==> src/hw/mem_bus_pkg.sv <==
//////////////////////////////////////////////////////////////////////
// memory bus types
//////////////////////////////////////////////////////////////////////

package mem_bus_pkg;

    // byte address from the core, only bits 15 to 3 reach a block
    typedef logic [31:0] addr_t;

    // one 64-bit block, the unit of every transfer
    typedef logic [63:0] block_t;

    // memory transaction tag
    // zero means no transaction
    typedef logic [3:0] mem_tag_t;

    // block address, address bits 15 to 3
    typedef logic [12:0] block_addr_t;

    // number of blocks behind the bus
    localparam int mem_blocks = 2 ** $bits(block_addr_t);

    // command sent by the cache, one cycle per access
    typedef enum logic [1:0] {
        bus_none  = 2'h0,
        bus_load  = 2'h1,
        bus_store = 2'h2
    } bus_command_t;

    // block address selected by a byte address
    function automatic block_addr_t block_of(input addr_t addr);
        return addr[15:3];
    endfunction

    // byte address with the in-block offset cleared
    function automatic addr_t block_aligned(input addr_t addr);
        return {addr[31:3], 3'b000};
    endfunction

endpackage

==> src/hw/dcache_pkg.sv <==
//////////////////////////////////////////////////////////////////////
// data cache geometry
//////////////////////////////////////////////////////////////////////

package dcache_pkg;

    // direct-mapped, one block per line
    localparam int cache_lines = 32;

    // line select, low bits of the block address
    typedef logic [4:0] line_index_t;

    // cache tag, high bits of the block address
    // not to be confused with memory transaction tags
    typedef logic [7:0] cache_tag_t;

    // split of a block address into tag and index
    function automatic line_index_t line_index_of(input mem_bus_pkg::block_addr_t block);
        return block[4:0];
    endfunction

    function automatic cache_tag_t cache_tag_of(input mem_bus_pkg::block_addr_t block);
        return block[12:5];
    endfunction

endpackage

==> src/hw/dcache.sv <==
//////////////////////////////////////////////////////////////////////
// blocking write-through data cache
//////////////////////////////////////////////////////////////////////

module dcache (
    input  logic                      clock,
    input  logic                      reset,
    // core load port, level held until the access finishes
    input  logic                      load_en,
    input  mem_bus_pkg::addr_t        load_addr,
    // core store port
    input  logic                      store_en,
    input  mem_bus_pkg::addr_t        store_addr,
    input  mem_bus_pkg::block_t       store_data,
    // answers from memory
    input  mem_bus_pkg::mem_tag_t     mem_response,
    input  mem_bus_pkg::block_t       mem_rdata,
    input  mem_bus_pkg::mem_tag_t     mem_rtag,
    // requests to memory
    output mem_bus_pkg::bus_command_t mem_command,
    output mem_bus_pkg::addr_t        mem_addr,
    output mem_bus_pkg::block_t       mem_wdata,
    // load result
    output mem_bus_pkg::block_t       load_data,
    output logic                      load_valid
);
    import mem_bus_pkg::*;
    import dcache_pkg::*;

    // line storage, only the valid bits carry control state
    logic        line_valid [cache_lines];
    cache_tag_t  line_tag   [cache_lines];
    block_t      line_data  [cache_lines];

    // history for edge and address change detection
    logic        last_load_en;
    logic        last_store_en;
    block_addr_t last_load_block;

    // memory tag of the outstanding miss, zero when idle
    mem_tag_t    pending_tag;

    block_addr_t load_block;
    block_addr_t store_block;
    line_index_t load_index;
    line_index_t store_index;
    cache_tag_t  load_ctag;
    cache_tag_t  store_ctag;

    logic        load_rise;
    logic        store_rise;
    logic        load_hit;
    logic        issue_load;
    logic        addr_changed;
    logic        got_mem_data;

    // line write port, shared by stores and fills
    logic        write_en;
    line_index_t write_index;
    cache_tag_t  write_ctag;
    block_t      write_data;

    //////////////////////////////////////////////////////////////////////
    // address split and lookup
    //////////////////////////////////////////////////////////////////////

    assign load_block  = block_of(load_addr);
    assign store_block = block_of(store_addr);
    assign load_index  = line_index_of(load_block);
    assign load_ctag   = cache_tag_of(load_block);
    assign store_index = line_index_of(store_block);
    assign store_ctag  = cache_tag_of(store_block);

    assign load_hit   = line_valid[load_index] && (line_tag[load_index] == load_ctag);
    // hit answers in the same cycle
    assign load_valid = load_en && load_hit;
    assign load_data  = line_data[load_index];

    //////////////////////////////////////////////////////////////////////
    // bus requests
    //////////////////////////////////////////////////////////////////////

    assign load_rise  = load_en && !last_load_en;
    assign store_rise = store_en && !last_store_en;
    // only a miss on the rising edge goes to memory
    assign issue_load = load_rise && !load_hit;

    always_comb begin
        if (issue_load) begin
            mem_command = bus_load;
        end else if (store_rise) begin
            mem_command = bus_store;
        end else begin
            mem_command = bus_none;
        end
    end

    // store and load never overlap, so the store port picks the address
    assign mem_addr  = store_en ? block_aligned(store_addr) : block_aligned(load_addr);
    // stores are whole blocks, passed through as they come
    assign mem_wdata = store_data;

    // a moved load address abandons the pending return
    assign addr_changed = load_block != last_load_block;
    assign got_mem_data = (pending_tag != '0) && (mem_rtag == pending_tag) && !addr_changed;

    // store writes straight away, otherwise a matching return fills
    assign write_en    = store_rise || got_mem_data;
    assign write_index = store_rise ? store_index : load_index;
    assign write_ctag  = store_rise ? store_ctag : load_ctag;
    assign write_data  = store_rise ? store_data : mem_rdata;

    //////////////////////////////////////////////////////////////////////
    // state
    //////////////////////////////////////////////////////////////////////

    always_ff @(posedge clock) begin
        if (reset) begin
            last_load_en    <= 1'b0;
            last_store_en   <= 1'b0;
            last_load_block <= '1;
            pending_tag     <= '0;
            for (int i = 0; i < cache_lines; i++) begin
                line_valid[i] <= 1'b0;
            end
        end else begin
            last_load_en    <= load_en;
            last_store_en   <= store_en;
            last_load_block <= load_block;
            // memory answers the load with its tag in the issue cycle
            if (issue_load) begin
                pending_tag <= mem_response;
            end else if (got_mem_data || addr_changed || !load_en) begin
                pending_tag <= '0;
            end
            if (write_en) begin
                line_valid[write_index] <= 1'b1;
            end
        end
    end

    // tag and data of a line follow its valid bit
    always_ff @(posedge clock) begin
        if (write_en) begin
            line_tag[write_index]  <= write_ctag;
            line_data[write_index] <= write_data;
        end
    end

endmodule

==> config.mk <==
export PLATFORM = sky130hd
export DESIGN_NAME = dcache
export DESIGN_NICKNAME = d
export VERILOG_FILES = /design/src/hw/mem_bus_pkg.sv /design/src/hw/dcache_pkg.sv /design/src/hw/dcache.sv
export SDC_FILE = /design/constraint.sdc
export NUM_CORES = 2
export LEC_CHECK = 0
export BUFFER_PORTS_ARGS = -buffer_cell sky130_fd_sc_hd__buf_2
export CAP_MARGIN = 20
export CELL_PAD_IN_SITES_DETAIL_PLACEMENT = 0
export CELL_PAD_IN_SITES_GLOBAL_PLACEMENT = 1
export CORE_MARGIN = 1
export CORE_UTILIZATION = 45
export CTS_CLUSTER_DIAMETER = 200
export CTS_CLUSTER_SIZE = 24
export DETAILED_ROUTE_END_ITERATION = 8
export GPL_TIMING_DRIVEN = 0
export PLACE_DENSITY = 0.76
export SETUP_SLACK_MARGIN = 0.02
export SLEW_MARGIN = 20
export SYNTH_ARGS = -nofsm -noshare
export SYNTH_HDL_FRONTEND = slang
export SYNTH_SLANG_ARGS = --single-unit
export TNS_END_PERCENT = 5
==> constraint.sdc <==
create_clock -name clock -period 14.54 [get_ports clock]
set_input_delay 1.454 -clock clock [delete_from_list [all_inputs] [get_ports clock]]
set_output_delay 1.454 -clock clock [all_outputs]
set_load 0.005 [all_outputs]
Yosys cells after proc, flatten, opt, wreduce, memory -nomap -nowiden --
Memories as Yosys holds them, arrays and structs flattened. Cells that the tools add are included.
Storage, ports and cells: output and inout bits 163, bits of input ports 204, RAM bits 2336, memories 3, register bits after elaboration 19, logic and storage cells 45
Operators by class: reductions and logical operators 18, eq/ne operators 3, multiplexer cells 17
Memories:
- line_data | depth 32, width 64, read ports 1, clocked after memory_dff 0, write ports 1, RTL line dcache.sv:33 | block_t line_data [cache_lines];
- line_tag | depth 32, width 8, read ports 1, clocked after memory_dff 0, write ports 1, RTL line dcache.sv:32 | cache_tag_t line_tag [cache_lines];
- line_valid | depth 32, width 1, read ports 1, clocked after memory_dff 0, write ports 32, RTL line dcache.sv:31 | logic line_valid [cache_lines];
Operators with widths (count):
- 64-bit two-way mux | 1
- 32-bit two-way mux | 1
- 13-bit inequality test | 1
- 5-bit two-way mux | 2
- 8-bit equality test | 1
- 1-bit two-way mux | 8
- 4-bit two-way mux | 2
- 8-bit two-way mux | 1
- 1-bit logical AND | 7
- 1-bit logical NOT | 5
- 4-bit equality test | 1
- 2-bit two-way mux | 2
- 4-bit nonzero test | 1
- 1-bit logical OR | 3
- 2-bit nonzero test | 1
- 1-bit OR reduction | 1

Logic depth before layout (Yosys ltp) --
depth after elaboration 9, gate-level depth with buffers 13, gate-level depth less buffers 8

Worst setup path before layout --
Ideal clock, no wire load.
path kind input port to flip-flop, from input load_addr[5], to memory line_data[28][0] (netlist name) (enable), slack 7.862 ns, required time 14.036 ns, stages on the path 10, arrival time 6.173 ns, setup time 0.504 ns, cells stage by stage buf_2 > buf_6 > buf_2 > xor2_1 > nor3_1 > nand4_1 > o21a_1 > a211o_1 > or2_1 > nor2_1
On the way: word-level cells in the longest chain between the ends 6
RTL lines:
- start: declaration | RTL line dcache.sv:10 | input mem_bus_pkg::addr_t load_addr,
- 13-bit inequality test | RTL line dcache.sv:104 | assign addr_changed = load_block != last_load_block;
- 1-bit logical NOT | RTL line dcache.sv:105 | assign got_mem_data = (pending_tag != '0) && (mem_rtag == pending_tag) && !addr_changed;
- 1-bit logical AND | RTL line dcache.sv:105
- 1-bit logical OR | RTL line dcache.sv:108 | assign write_en = store_rise || got_mem_data;
- 1-bit two-way mux | RTL line dcache.sv:144 | if (write_en) begin
- 1-bit two-way mux (not written as such) | RTL line dcache.sv:146 | line_data[write_index] <= write_data;
- end: declaration | RTL line dcache.sv:33
Several ways; a longest one is shown, not always the timed one.

Final worst setup path --
from input load_addr[4], to output load_data[45]
On the way: word-level cells in the longest chain between the ends 1
RTL lines:
- memory 32 x 64 bit
- end: declaration | RTL line dcache.sv:24 | output mem_bus_pkg::block_t load_data,
Every way passes these cells.

==> run summary <==
status -> finished, final reports clean
Vias -> 45234
asr flop ratio synth -> 0%
drt wl/cell -> 34.3 um
worst-margin pin slew -> 1200 ps
Initial DRC Count -> 6667
gr usage total -> 24.4%
P_int -> 0.00933 W
Combinational Power Share -> 7.9%
Ports -> 367
RR Endpoint -> line_data[2][19]$_DFFE_PP_
postcts setup bufs -> 0
synth cell count leaders -> 2304 x edfxtp_1, 692 x mux4_2, 251 x nand2_1
core area -> 202000 sq um
Worst Hold Path EP -> line_valid[21]$_DFF_P_
die width -> 453 um
Final min period -> 7540 ps
MaxCap Viol Count -> 0
CP Data Arrival Time -> 6090 ps
CP max-delay cell -> clkbuf_1
DP Area -> 101000 sq um
fraction of post-synthesis cell area in the top cell type by area -> 75.7%
instance count of the mapped netlist -> 3968
cell area after synthesis -> 91400 sq um
most used standard cell by instance count after synthesis -> edfxtp_1
prevailing post-synth register cell -> edfxtp_1
CP required -> 13090 ps
die area -> 205000 sq um
sequential power share -> 63.6%
vias in the first global route -> 44730
synthesis-stage register bit count -> 2355
R2R depth -> 7
post-synthesis sequential area ratio -> 76.8%
type of origin of the critical path -> input pin
largest cells by area after synthesis -> edfxtp_1 76%, mux4_2 17%, mux2_2 1.2%, dfxtp_1 1.1%, nand2_1 1.0%
Min-Delay Path Depth -> 2
H-tree levels -> 3
Starting Density -> 45.2%
final setup TNS -> 0 ps
PD cells -> 115 nW/um^2
Crit. End Element -> primary output
fraction of layout cells with a size suffix above 1 -> 36.4%
Hold Buf Count CTS -> 0
Port Buffers -> 354
Clock Power Share -> 28.6%
headroom to the max-slew limit -> 19.8%
number of antenna-violating nets in the routed design -> 0
Clock Pin Slew Worst Setup and Hold Paths -> 90 ps
CP dominant cell by count -> buf_2
first-pass GRT wire length -> 346000 um
# DRC -> 0
CTS tree -> built
post-cts sizing count -> 0
initial antenna violation count -> 8
critical path, cell by cell -> buf_2 -> buf_2 -> buf_4 -> buf_6 -> buf_2 -> buf_2 -> clkbuf_1 -> mux4_2 -> mux4_2 -> mux2_2 -> buf_2
Rows -> 165
EDFF count, synth -> 2304
dpl ws -> 7020 ps
total wire length -> 251000 um
clock sink total -> 2355
min-delay src -> line_valid[21]$_DFF_P_
final-stage net count -> 4809
clock root buffer -> clkbuf_16
delay-heaviest family, CP -> buffers and inverters
Peak Freq -> 133 MHz
Reg2Reg Launch Point -> last_store_en$_SDFF_PP0_
Crit Path Max Fanout -> 10
final setup violation count -> 0
Psw -> 0.00260 W
Pleak -> 33.2 nW
post-route setup slack -> 7000 ps
CP max stage delay -> 890 ps
Clock Latency Late Sink -> 780 ps
fin area -> 104000 sq um
cell type with the largest total area after synthesis -> edfxtp_1
hpwl dp -> 170000 um
area added between synthesis and finish -> 13.6%
worst clock skew -> 31.5 ps
die height -> 453 um
worst reg2reg setup slack -> 10770 ps
RSZ-0062 raised after global routing -> no
gpl congestion -> 0.755
CTS Buffer Depth -> 3
Hold WC Path Type -> register to register
syn avg cell area -> 23.0 sq um
vias per inst -> 6.19
Buf+Inv Stages, Crit Path -> 8
VDD IR max -> 0.000102 V
fin util -> 51.4%
final hold vios -> 0
Final Cycle Share -> 51.9%
TritonRoute pass-1 iters -> 6
crit path kind -> input pin to primary output
yosys warns -> 0
total CTS buffers -> 108
switching part of the total -> 21.8%
largest net degree at the start of global routing -> 33
synth unique cells -> 61
Final Max Tran Viols -> 0
total grt overflow -> 0
[per-layer routing]
| layer | share of wire, % | GRT usage, % | up-vias | routed length (um) |
|---|---|---|---|---|
| met4 | 3.8 | 8.54 | 2 | 9460 |
| met1 | 37 | 33.4 | 24337 | 94000 |
| met5 | 0.0044 | 0 | - | 11 |
| met3 | 9.8 | 4.03 | 397 | 24600 |
| met2 | 49 | 39.8 | 2723 | 123000 |
| li1 | - | - | 17775 | - |
[tightest hold or removal path, delay by kind of cell, from the launching register on]
kind,cells,cell delay [ps]
DFF,1,340
and+or+nand+nor,2,120
[how the worst max path moves through the flow]
stage                             from                    endpoint  cells after the start
after floorplan           load_addr[5]  line_data[28][0]$_DFFE_PP_                     10
after global placement    load_addr[4]   line_data[2][9]$_DFFE_PP_                     10
after detailed placement  load_addr[4]               load_data[45]                     11
after CTS                 load_addr[4]               load_data[45]                     11
after global routing      load_addr[4]               load_data[45]                     11
final                     load_addr[4]               load_data[45]                     11
[placed cells by master, fill, tap and decap left out, drive strengths merged, types with 9 or more instances in the layout]
master     n
mux2i     47
xor2      21
mux4     696
o21ai      9
o21ba     16
nand2    251
buf      695
a22oi      9
clkbuf   241
mux2      95
nor2b     10
or2       20
edfxtp  2304
dfxtp     51
nor2      74
[power groups by stage]
stage / Sequential, W / Combinational, W / Clock, W
2_1_floorplan: 0.00773 / 0.000525 / 0
3_3_place_gp: 0.00775 / 0.000889 / 0
3_5_place_dp: 0.00774 / 0.000941 / 0
4_1_cts: 0.00758 / 0.000943 / 0.00344
5_1_grt: 0.00759 / 0.000987 / 0.00365
6_report: 0.00758 / 0.000937 / 0.00341
[final cells by class]
type | instances | area, sq um
inverter | 3 | 11.3
multi-input combinational | 1335 | 20000
clock buffer | 134 | 2890
timing repair buffer | 525 | 5800
buffer | 277 | 1510
tap | 2672 | 3340
sequential | 2355 | 70200
antenna | 3 | 7.51
clock inverter | 4 | 75.1
fill | 15342 | 98200
[state kept, by name, indices dropped and copies added, names as in the netlist]
signal           cells
line_data         2048
last_load_en         1
line_valid          32
last_load_block     13
pending_tag          4
line_tag           256
last_store_en        1
[cells by family after synthesis]
family | Yosys count | share of synthesized area [%]
multiplexers | 838 | 18.8
AND/OR/NAND/NOR | 398 | 1.88
buffers and inverters | 280 | 1.62
XOR/XNOR | 26 | 0.249
other | 1 | 0.00410
flip-flops | 2355 | 76.8
AO/OA/AOI/OAI | 70 | 0.632
[per-stage QoR]
step,instances,hold slack (ps),total power [W]
floorplan,3970,435,0.00826
global placement,6996,445,0.00864
detailed placement,7165,459,0.00868
CTS,7303,481,0.0120
global route,7305,493,0.0122
finish,7308,480,0.0119
Note: power is estimated with default switching activity, not from simulation.
